$ cat src/tracker_pkg.sv
`default_nettype none

package tracker_pkg;

    // Active area, shared by camera frames and the display
    localparam int FRAME_W = 64;
    localparam int FRAME_H = 36;

    // Horizontal blanking in clocks
    localparam int H_FRONT = 4;
    localparam int H_SYNC  = 8;
    localparam int H_BACK  = 8;

    // Vertical blanking in lines
    localparam int V_FRONT = 2;
    localparam int V_SYNC  = 2;
    localparam int V_BACK  = 3;

    localparam int H_TOTAL = FRAME_W + H_FRONT + H_SYNC + H_BACK; // 84 clocks per line
    localparam int V_TOTAL = FRAME_H + V_FRONT + V_SYNC + V_BACK; // 43 lines per frame

    localparam int X_W       = 7;  // Covers H_TOTAL
    localparam int Y_W       = 6;  // Covers V_TOTAL
    localparam int PIX_W     = 16; // RGB565
    localparam int CNT_W     = 12; // Masked pixels per frame
    localparam int SUM_W     = 18; // Coordinate sums
    localparam int DIV_CNT_W = $clog2(SUM_W);

    // Luma weights, sum is shifted right by 8 afterwards
    localparam logic [7:0] LUMA_R = 8'd77;
    localparam logic [7:0] LUMA_G = 8'd150;
    localparam logic [7:0] LUMA_B = 8'd29;

    typedef enum logic [1:0] {
        ST_IDLE,
        ST_DIV_X,
        ST_DIV_Y,
        ST_PUBLISH
    } fsm_state_t;

endpackage

`default_nettype wire

$ cat src/blob_tracker_top.sv
`timescale 1ns/1ps
`default_nettype none

module blob_tracker_top (
    input wire                          clk_pixel,
    input wire                          recent_reset,
    input wire                          pix_valid_i, // Stream from the CDC FIFO
    input wire [tracker_pkg::PIX_W-1:0] pix_i,
    input wire [tracker_pkg::X_W-1:0]   pix_x_i,
    input wire [tracker_pkg::Y_W-1:0]   pix_y_i,
    input wire [3:0]                    thr_lo_i,
    input wire [3:0]                    thr_hi_i,
    output logic [tracker_pkg::X_W-1:0] cent_x_o,
    output logic [tracker_pkg::Y_W-1:0] cent_y_o,
    output logic                        cent_valid_o,
    output logic [23:0]                 rgb_o,
    output logic                        hsync_o,
    output logic                        vsync_o,
    output logic                        active_o,
    output logic [tracker_pkg::X_W-1:0] hcount_o,
    output logic [tracker_pkg::Y_W-1:0] vcount_o
);
    import tracker_pkg::*;

    logic             mask_valid;
    logic             mask;
    logic [X_W-1:0]   mask_x;
    logic [Y_W-1:0]   mask_y;
    logic             snap;
    logic [SUM_W-1:0] sum_x;
    logic [SUM_W-1:0] sum_y;
    logic [CNT_W-1:0] count;
    logic             div_start;
    logic [SUM_W-1:0] div_dividend;
    logic [CNT_W-1:0] div_divisor;
    logic             div_done;
    logic [SUM_W-1:0] div_quotient;
    logic [X_W-1:0]   raster_h;
    logic [Y_W-1:0]   raster_v;
    logic             raster_hsync;
    logic             raster_vsync;
    logic             raster_active;

    luma_mask i_luma_mask (
        .clk_pixel(clk_pixel), .recent_reset(recent_reset),
        .valid_i(pix_valid_i), .pix_i(pix_i), .x_i(pix_x_i), .y_i(pix_y_i),
        .thr_lo_i(thr_lo_i), .thr_hi_i(thr_hi_i),
        .valid_o(mask_valid), .mask_o(mask), .x_o(mask_x), .y_o(mask_y));

    centroid_accumulator i_centroid_accumulator (
        .clk_pixel(clk_pixel), .recent_reset(recent_reset),
        .valid_i(mask_valid), .mask_i(mask), .x_i(mask_x), .y_i(mask_y),
        .snap_o(snap), .sum_x_o(sum_x), .sum_y_o(sum_y), .count_o(count));

    centroid_fsm i_centroid_fsm (
        .clk_pixel(clk_pixel), .recent_reset(recent_reset),
        .snap_i(snap), .sum_x_i(sum_x), .sum_y_i(sum_y), .count_i(count),
        .done_i(div_done), .quotient_i(div_quotient),
        .start_o(div_start), .dividend_o(div_dividend), .divisor_o(div_divisor),
        .cent_x_o(cent_x_o), .cent_y_o(cent_y_o), .cent_valid_o(cent_valid_o));

    serial_divider i_serial_divider (
        .clk_pixel(clk_pixel), .recent_reset(recent_reset),
        .start_i(div_start), .dividend_i(div_dividend), .divisor_i(div_divisor),
        .done_o(div_done), .quotient_o(div_quotient));

    video_timing_gen i_video_timing_gen (
        .clk_pixel(clk_pixel), .recent_reset(recent_reset),
        .hcount_o(raster_h), .vcount_o(raster_v),
        .hsync_o(raster_hsync), .vsync_o(raster_vsync), .active_o(raster_active));

    // Display side, one cycle behind the raster
    crosshair_overlay i_crosshair_overlay (
        .clk_pixel(clk_pixel), .recent_reset(recent_reset),
        .hcount_i(raster_h), .vcount_i(raster_v),
        .hsync_i(raster_hsync), .vsync_i(raster_vsync), .active_i(raster_active),
        .cent_x_i(cent_x_o), .cent_y_i(cent_y_o), .cent_valid_i(cent_valid_o),
        .rgb_o(rgb_o), .hsync_o(hsync_o), .vsync_o(vsync_o), .active_o(active_o),
        .hcount_o(hcount_o), .vcount_o(vcount_o));

endmodule

`default_nettype wire

$ cat src/centroid_accumulator.sv
`timescale 1ns/1ps
`default_nettype none

module centroid_accumulator (
    input wire                            clk_pixel,
    input wire                            recent_reset,
    input wire                            valid_i,
    input wire                            mask_i,
    input wire [tracker_pkg::X_W-1:0]     x_i,
    input wire [tracker_pkg::Y_W-1:0]     y_i,
    output logic                          snap_o,
    output logic [tracker_pkg::SUM_W-1:0] sum_x_o,
    output logic [tracker_pkg::SUM_W-1:0] sum_y_o,
    output logic [tracker_pkg::CNT_W-1:0] count_o
);
    import tracker_pkg::*;

    logic             hit;
    logic             frame_end;
    logic [SUM_W-1:0] add_x;
    logic [SUM_W-1:0] add_y;
    logic [SUM_W-1:0] acc_x;
    logic [SUM_W-1:0] acc_y;
    logic [CNT_W-1:0] acc_cnt;

    assign hit       = valid_i && mask_i;
    assign frame_end = valid_i && (x_i == X_W'(FRAME_W - 1)) && (y_i == Y_W'(FRAME_H - 1));
    assign add_x     = hit ? SUM_W'(x_i) : '0;
    assign add_y     = hit ? SUM_W'(y_i) : '0;

    always_ff @(posedge clk_pixel) begin
        if (recent_reset) begin
            acc_x   <= '0;
            acc_y   <= '0;
            acc_cnt <= '0;
            snap_o  <= 1'b0;
        end else begin
            snap_o <= frame_end;
            if (frame_end) begin
                // Next frame starts from zero right away
                acc_x   <= '0;
                acc_y   <= '0;
                acc_cnt <= '0;
            end else begin
                acc_x   <= acc_x + add_x;
                acc_y   <= acc_y + add_y;
                acc_cnt <= acc_cnt + CNT_W'(hit);
            end
        end
    end

    // Snapshot includes the frame-end pixel itself
    always_ff @(posedge clk_pixel) begin
        if (frame_end) begin
            sum_x_o <= acc_x + add_x;
            sum_y_o <= acc_y + add_y;
            count_o <= acc_cnt + CNT_W'(hit);
        end
    end

endmodule

`default_nettype wire

$ cat src/centroid_fsm.sv
`timescale 1ns/1ps
`default_nettype none

module centroid_fsm (
    input wire                            clk_pixel,
    input wire                            recent_reset,
    input wire                            snap_i,
    input wire [tracker_pkg::SUM_W-1:0]   sum_x_i,
    input wire [tracker_pkg::SUM_W-1:0]   sum_y_i,
    input wire [tracker_pkg::CNT_W-1:0]   count_i,
    input wire                            done_i,
    input wire [tracker_pkg::SUM_W-1:0]   quotient_i,
    output logic                          start_o,
    output logic [tracker_pkg::SUM_W-1:0] dividend_o,
    output logic [tracker_pkg::CNT_W-1:0] divisor_o,
    output logic [tracker_pkg::X_W-1:0]   cent_x_o,
    output logic [tracker_pkg::Y_W-1:0]   cent_y_o,
    output logic                          cent_valid_o
);
    import tracker_pkg::*;

    fsm_state_t       state;
    logic             take_snap;
    logic [SUM_W-1:0] lat_sum_x;
    logic [SUM_W-1:0] lat_sum_y;
    logic [CNT_W-1:0] lat_count;
    logic [X_W-1:0]   quot_x;

    // Empty frames are dropped, the old centroid stays
    assign take_snap = (state == ST_IDLE) && snap_i && (count_i != '0);

    assign dividend_o   = (state == ST_DIV_Y) ? lat_sum_y : lat_sum_x;
    assign divisor_o    = lat_count;
    assign cent_valid_o = (state == ST_PUBLISH);

    always_ff @(posedge clk_pixel) begin
        if (recent_reset) begin
            state   <= ST_IDLE;
            start_o <= 1'b0;
        end else begin
            start_o <= 1'b0;
            case (state)
                ST_IDLE: begin
                    if (take_snap) begin
                        start_o <= 1'b1;
                        state   <= ST_DIV_X;
                    end
                end
                ST_DIV_X: begin
                    if (done_i) begin
                        start_o <= 1'b1; // Divider is idle again here
                        state   <= ST_DIV_Y;
                    end
                end
                ST_DIV_Y: begin
                    if (done_i) begin
                        state <= ST_PUBLISH;
                    end
                end
                ST_PUBLISH: state <= ST_IDLE;
                default:    state <= ST_IDLE;
            endcase
        end
    end

    always_ff @(posedge clk_pixel) begin
        if (take_snap) begin
            lat_sum_x <= sum_x_i;
            lat_sum_y <= sum_y_i;
            lat_count <= count_i;
        end
        if ((state == ST_DIV_X) && done_i) begin
            quot_x <= quotient_i[X_W-1:0]; // Held until y is ready too
        end
        if ((state == ST_DIV_Y) && done_i) begin
            cent_x_o <= quot_x;
            cent_y_o <= quotient_i[Y_W-1:0];
        end
    end

endmodule

`default_nettype wire

$ cat src/crosshair_overlay.sv
`timescale 1ns/1ps
`default_nettype none

module crosshair_overlay (
    input wire                          clk_pixel,
    input wire                          recent_reset,
    input wire [tracker_pkg::X_W-1:0]   hcount_i,
    input wire [tracker_pkg::Y_W-1:0]   vcount_i,
    input wire                          hsync_i,
    input wire                          vsync_i,
    input wire                          active_i,
    input wire [tracker_pkg::X_W-1:0]   cent_x_i,
    input wire [tracker_pkg::Y_W-1:0]   cent_y_i,
    input wire                          cent_valid_i,
    output logic [23:0]                 rgb_o,
    output logic                        hsync_o,
    output logic                        vsync_o,
    output logic                        active_o,
    output logic [tracker_pkg::X_W-1:0] hcount_o,
    output logic [tracker_pkg::Y_W-1:0] vcount_o
);
    import tracker_pkg::*;

    logic [X_W-1:0] disp_x;
    logic [Y_W-1:0] disp_y;
    logic           seen;
    logic           on_line;

    assign on_line = active_i && seen && ((hcount_i == disp_x) || (vcount_i == disp_y));

    always_ff @(posedge clk_pixel) begin
        if (recent_reset) begin
            seen     <= 1'b0; // Nothing drawn until the first centroid
            rgb_o    <= '0;
            hsync_o  <= 1'b0;
            vsync_o  <= 1'b0;
            active_o <= 1'b0;
        end else begin
            if (cent_valid_i) seen <= 1'b1;
            rgb_o    <= on_line ? 24'hff_ffff : 24'h00_0000;
            hsync_o  <= hsync_i;
            vsync_o  <= vsync_i;
            active_o <= active_i;
        end
    end

    always_ff @(posedge clk_pixel) begin
        if (cent_valid_i) begin
            disp_x <= cent_x_i;
            disp_y <= cent_y_i;
        end
        hcount_o <= hcount_i; // Keep coordinates aligned with rgb_o
        vcount_o <= vcount_i;
    end

endmodule

`default_nettype wire

$ cat src/luma_mask.sv
`timescale 1ns/1ps
`default_nettype none

module luma_mask (
    input wire                            clk_pixel,
    input wire                            recent_reset,
    input wire                            valid_i,
    input wire [tracker_pkg::PIX_W-1:0]   pix_i,
    input wire [tracker_pkg::X_W-1:0]     x_i,
    input wire [tracker_pkg::Y_W-1:0]     y_i,
    input wire [3:0]                      thr_lo_i,
    input wire [3:0]                      thr_hi_i,
    output logic                          valid_o,
    output logic                          mask_o,
    output logic [tracker_pkg::X_W-1:0]   x_o,
    output logic [tracker_pkg::Y_W-1:0]   y_o
);
    import tracker_pkg::*;

    logic [7:0]     red8;
    logic [7:0]     green8;
    logic [7:0]     blue8;
    logic [15:0]    luma_sum;
    logic [7:0]     luma_q;
    logic           valid_q;
    logic [X_W-1:0] x_q;
    logic [Y_W-1:0] y_q;

    // Expand to 8 bits per channel, low bits zero
    assign red8   = {pix_i[15:11], 3'b000};
    assign green8 = {pix_i[10:5], 2'b00};
    assign blue8  = {pix_i[4:0], 3'b000};

    assign luma_sum = red8 * LUMA_R + green8 * LUMA_G + blue8 * LUMA_B;

    always_ff @(posedge clk_pixel) begin
        if (recent_reset) begin
            valid_q <= 1'b0;
            valid_o <= 1'b0;
        end else begin
            valid_q <= valid_i;
            valid_o <= valid_q;
        end
    end

    always_ff @(posedge clk_pixel) begin
        luma_q <= luma_sum[15:8]; // Stage 1
        x_q    <= x_i;
        y_q    <= y_i;
        // Stage 2, window is (lo, hi]
        mask_o <= (luma_q > {thr_lo_i, 4'b0000}) && (luma_q <= {thr_hi_i, 4'b1111});
        x_o    <= x_q;
        y_o    <= y_q;
    end

endmodule

`default_nettype wire

$ cat src/serial_divider.sv
`timescale 1ns/1ps
`default_nettype none

module serial_divider (
    input wire                            clk_pixel,
    input wire                            recent_reset,
    input wire                            start_i,
    input wire [tracker_pkg::SUM_W-1:0]   dividend_i,
    input wire [tracker_pkg::CNT_W-1:0]   divisor_i,
    output logic                          done_o,
    output logic [tracker_pkg::SUM_W-1:0] quotient_o
);
    import tracker_pkg::*;

    logic                 busy;
    logic                 load;
    logic [DIV_CNT_W-1:0] bit_cnt;
    logic [CNT_W-1:0]     divisor_q;
    logic [CNT_W-1:0]     rem;
    logic [CNT_W:0]       rem_shift;
    logic [CNT_W:0]       rem_diff;
    logic                 fits;

    assign load = start_i && !busy; // Start is only taken when idle

    // Quotient register doubles as the dividend shifter
    assign rem_shift = {rem, quotient_o[SUM_W-1]};
    assign rem_diff  = rem_shift - {1'b0, divisor_q};
    assign fits      = (rem_shift >= {1'b0, divisor_q});

    always_ff @(posedge clk_pixel) begin
        if (recent_reset) begin
            busy    <= 1'b0;
            done_o  <= 1'b0;
            bit_cnt <= '0;
        end else begin
            done_o <= 1'b0;
            if (load) begin
                busy    <= 1'b1;
                bit_cnt <= DIV_CNT_W'(SUM_W - 1);
            end else if (busy) begin
                if (bit_cnt == '0) begin
                    busy   <= 1'b0;
                    done_o <= 1'b1; // Last quotient bit lands with done
                end else begin
                    bit_cnt <= bit_cnt - 1'b1;
                end
            end
        end
    end

    always_ff @(posedge clk_pixel) begin
        if (load) begin
            quotient_o <= dividend_i;
            rem        <= '0;
            divisor_q  <= divisor_i;
        end else if (busy) begin
            // Restore by keeping the unsubtracted value
            rem        <= fits ? rem_diff[CNT_W-1:0] : rem_shift[CNT_W-1:0];
            quotient_o <= {quotient_o[SUM_W-2:0], fits};
        end
    end

endmodule

`default_nettype wire

$ cat src/video_timing_gen.sv
`timescale 1ns/1ps
`default_nettype none

module video_timing_gen (
    input wire                          clk_pixel,
    input wire                          recent_reset,
    output logic [tracker_pkg::X_W-1:0] hcount_o,
    output logic [tracker_pkg::Y_W-1:0] vcount_o,
    output logic                        hsync_o,
    output logic                        vsync_o,
    output logic                        active_o
);
    import tracker_pkg::*;

    logic h_last;
    logic v_last;

    assign h_last = (hcount_o == X_W'(H_TOTAL - 1));
    assign v_last = (vcount_o == Y_W'(V_TOTAL - 1));

    // Free-running raster, one position per clock
    always_ff @(posedge clk_pixel) begin
        if (recent_reset) begin
            hcount_o <= '0;
            vcount_o <= '0;
        end else if (h_last) begin
            hcount_o <= '0;
            vcount_o <= v_last ? '0 : vcount_o + 1'b1; // Wrap at frame end
        end else begin
            hcount_o <= hcount_o + 1'b1;
        end
    end

    // Sync pulses sit right after the front porch
    assign hsync_o = (hcount_o >= X_W'(FRAME_W + H_FRONT)) &&
                     (hcount_o <  X_W'(FRAME_W + H_FRONT + H_SYNC));
    assign vsync_o = (vcount_o >= Y_W'(FRAME_H + V_FRONT)) &&
                     (vcount_o <  Y_W'(FRAME_H + V_FRONT + V_SYNC));

    assign active_o = (hcount_o < X_W'(FRAME_W)) && (vcount_o < Y_W'(FRAME_H));

endmodule

`default_nettype wire

$ cat config.mk
export PLATFORM = sky130hd
export DESIGN_NAME = blob_tracker_top
export DESIGN_NICKNAME = d
export VERILOG_FILES = /design/src/tracker_pkg.sv /design/src/blob_tracker_top.sv /design/src/centroid_accumulator.sv /design/src/centroid_fsm.sv /design/src/crosshair_overlay.sv /design/src/luma_mask.sv /design/src/serial_divider.sv /design/src/video_timing_gen.sv
export SDC_FILE = /design/constraint.sdc
export NUM_CORES = 1
export LEC_CHECK = 0
export BUFFER_PORTS_ARGS = -buffer_cell sky130_fd_sc_hd__clkbuf_2
export CORE_UTILIZATION = 35
export CTS_BUF_LIST = sky130_fd_sc_hd__clkbuf_2 sky130_fd_sc_hd__clkbuf_4 sky130_fd_sc_hd__clkbuf_8
export DETAILED_ROUTE_END_ITERATION = 8
export MAX_ROUTING_LAYER = met4
export PLACE_DENSITY_LB_ADDON = 0.12
export SLEW_MARGIN = 5
export SYNTH_ARGS = -nofsm -noshare
export SYNTH_HDL_FRONTEND = slang
export SYNTH_SLANG_ARGS = --single-unit
$ cat constraint.sdc
create_clock -name clk_pixel -period 16.83 [get_ports clk_pixel]
set_input_delay 3.366 -clock clk_pixel [delete_from_list [all_inputs] [get_ports clk_pixel]]
set_output_delay 3.366 -clock clk_pixel [all_outputs]
set_load 0.02 [all_outputs]
==> flow_summary.ini <==
[timing]
fmax_mhz = 136
slew_headroom_pct = 27.9
fin_crit_sh_pct = 43.7
timing.final.crit_period_ns = 7.35
hold_viol_final = 0
setup_viol = 0
skew_ns = 0.0304
setup_tns_ns = 0
report.final.slew_viol_count = 0
grt_setup_unrepaired = false
tightest_slew_ns = 1.08

[cts]
cts_resized = 0
cts_sinks = 298
cts-root-buf = clkbuf_8
postCtsSetupRepairBufs = 0
htreeDepth = 2
clock_latency_ns = 0.59
cts_buffers = 51
cts.clk_slew.worst_paths_ns = 0.05
clk_path_buf_depth = 3
hold_buffers = 0
cts_tree = built

[global_routing]
use_met1_pct = 16.9
antenna_found_initial = 0
grt_pass1_vias = 8324
met3_usage_pct = 2.65
grt_max_degree = 52
grt-ovfl-total = 0
grt_usage_pct = 13.0
grtUsageMet2_pct = 20.4
grt_pass1_wl_um = 41700
grt-busiest-layer = met2

[final_layout]
nNetsFinal = 1438
nFillCells = 3668
diodes = 0
area_growth_pct = 15.0
drive_gt1_share_pct = 15.9

[run_status]
status = finished clean

[routing]
dr.pass1.iters = 4
totalWireLength_um = 25000
postRouteAntennaNets = 0
drc_errors = 0
drt-initial-drc-count = 326
num_vias = 8291
wl_per_cell_um = 13.8
viasPerCell = 4.58

[place]
port_buffers = 93
post-dp-hpwl_um = 17900
place.gp.congestion = 0.795

[setup_path]
critPathKind = in -> reg
cp_data_required_time_ns = 17.28
critPathCaptureType = flip-flop
setup.worst_path.start_class = primary input
path_max_fanout = 4
critical_path_arrival_ns = 7.80

[floorplanning]
die_w_um = 201
initial_core_util_pct = 35.7
ios = 94
core_area_um2 = 38800
fp.dieH_um = 201
placementRows = 72
fp.dieArea_um2 = 40400

[synthesis]
avgSynthCellArea_um2 = 12.1
async_flop_share_pct = 0
synth-edff-count = 159
synthesis.area_um2 = 13900
yosysSeqAreaShare_pct = 54.5
syn_inst = 1149
ys_ff_latch = 298
yosysWarnings = 0
synth_cell_types = 62
synth_fp_nets = 1336
synth-main-ff-cell = edfxtp_1

[pwr]
ir_worst_vdd_mv = 0.0671
powerDensity_nw_per_um2 = 124
cellLeakagePower_uw = 0.00663
total_power_uw = 1990

[min_path]
hold_class = reg -> reg

[flow_run]
drv_cap = 0
## state kept, by name, indices dropped and copies added (netlist names), 18 cells and up
| name | cells |
|---|---|
| i_centroid_fsm.lat_sum_y | 18 |
| i_centroid_accumulator.acc_y | 18 |
| i_serial_divider.quotient_o | 18 |
| i_centroid_fsm.lat_sum_x | 18 |
| i_centroid_accumulator.acc_x | 18 |
| i_centroid_accumulator.sum_x_o | 18 |
| i_centroid_accumulator.sum_y_o | 18 |
## cell type report
| class | count | area [µm²] | share of cell area (%) |
|---|---|---|---|
| Multi-Input combinational cell | 726 | 5760 | 36.1 |
| Sequential cell | 298 | 7560 | 47.4 |
| Clock inverter | 17 | 201 | 1.26 |
| Tap cell | 518 | 648 | 4.06 |
| Timing Repair Buffer | 98 | 503 | 3.15 |
| Clock buffer | 79 | 993 | 6.23 |
| Inverter | 76 | 285 | 1.79 |
## metal layers
layer  vias to the layer above  share of wire, %
li1                       4283                 -
met2                       154                45
met3                        42               4.1
met1                      3812                49
met4                         0               1.8
met5                         -                 0
## synth_stat cells, drive strengths merged, types with 3 or more instances
| master | n | area share [%] |
|---|---|---|
| nand4 | 21 | 0.95 |
| o21a | 15 | 0.81 |
| nor4b | 6 | 0.47 |
| dfxtp | 139 | 20 |
| o211ai | 6 | 0.32 |
| nor2b | 15 | 0.68 |
| or3 | 6 | 0.27 |
| and4 | 3 | 0.19 |
| xor2 | 52 | 3.3 |
| o21ai | 17 | 0.64 |
| a211oi | 13 | 0.70 |
| o221ai | 5 | 0.32 |
| clkbuf | 21 | 0.57 |
| o31ai | 3 | 0.16 |
| edfxtp | 159 | 34 |
| ha | 123 | 11 |
| nor2 | 72 | 1.9 |
| nand2 | 49 | 1.3 |
| nand2b | 4 | 0.18 |
| nand3 | 19 | 0.69 |
| xnor2 | 42 | 2.7 |
| o21bai | 9 | 0.49 |
| a21oi | 54 | 2.0 |
| nor3 | 25 | 0.90 |
| inv | 76 | 2.1 |
| or2 | 5 | 0.23 |
| and3 | 18 | 0.81 |
| mux2i | 19 | 1.4 |
| o31a | 3 | 0.19 |
| a21o | 16 | 0.87 |
| buf | 28 | 1.4 |
| nor3b | 4 | 0.22 |
| and2 | 45 | 2.0 |
| fa | 24 | 3.5 |
| nand4b | 3 | 0.19 |
| nor4 | 7 | 0.36 |
## cell usage in the layout (no fill, tap or decap), types with 5 or more instances in the layout
cell type | synthesis | layout
a211oi_1 | 13 | 13
a21o_1 | 16 | 16
a21oi_1 | 53 | 53
and2_1 | 44 | 44
and3_1 | 18 | 18
buf_4 | 23 | 5
clkbuf_2 | 0 | 93
clkbuf_4 | 0 | 15
clkbuf_8 | 0 | 64
clkinv_1 | 0 | 5
clkinv_2 | 0 | 5
dfxtp_1 | 139 | 139
edfxtp_1 | 159 | 159
fa_1 | 24 | 24
ha_1 | 123 | 123
inv_1 | 76 | 75
mux2i_1 | 19 | 19
nand2_1 | 49 | 49
nand3_1 | 19 | 19
nand4_1 | 21 | 21
nor2_1 | 72 | 71
nor2b_1 | 15 | 15
nor3_1 | 25 | 25
nor4_1 | 6 | 6
o211ai_1 | 6 | 6
o21a_1 | 15 | 15
o21ai_0 | 14 | 14
o21bai_1 | 9 | 9
o221ai_1 | 5 | 5
or3_1 | 6 | 6
xnor2_1 | 42 | 42
xor2_1 | 52 | 52
## report_power, final
part | internal [µW] | switching (µW)
registers | 788 | 15.8
clock network | 440 | 294
logic | 209 | 238
total | 1440 | 548
## worst max-delay path: stages
cell	delay (ns)
clkbuf_2	0.12
ha_1	0.30
ha_1	0.30
fa_1	0.54
fa_1	0.47
a21o_1	0.19
a21oi_1	0.22
nor2b_1	0.08
o21a_1	0.19
o41ai_1	0.32
xnor2_1	0.19
ha_1	0.26
ha_1	0.36
a21o_1	0.19
a211oi_1	0.06
a211o_1	0.27
a211o_1	0.24
xor2_1	0.14
## worst paths after layout
kind	start	to	slack [ns]	cells after the start
setup / recovery	pix_i[8]	i_luma_mask.luma_q[7]	9.48	18
hold / removal	i_luma_mask.x_q[0]	i_luma_mask.x_o[0]	0.32	0
setup reg to reg	i_luma_mask.valid_o	i_centroid_accumulator.acc_x[10]	14.06	10
hold reg to reg	i_luma_mask.x_q[0]	i_luma_mask.x_o[0]	0.32	0
## cell families (layout without fill, tap and decap cells)
kind of cell	after synthesis	after routing	synth area share (%)
mux	19	19	1.37
xor+xnor	94	94	5.94
buf+inv	125	270	4.07
simple gates	306	306	11.7
compound gates	160	160	7.85
fa+ha+maj	147	147	14.6
flops	298	298	54.5
## per-stage QoR
stage	utilization [%]	instances	hold slack, ns	setup WS [ns]	instance area (µm²)
6_report	41.1	1812	0.325	9.48	15900
5_1_grt	41.1	1812	0.333	9.29	15900
4_1_cts	41.1	1812	0.328	9.52	15900
3_5_place_dp	38.0	1716	0.314	8.90	14800
3_3_place_gp	38.0	1716	0.313	8.94	14800
2_1_floorplan	-	1149	0.310	9.25	13900
No activity file was read; power rests on OpenSTA's default activity.
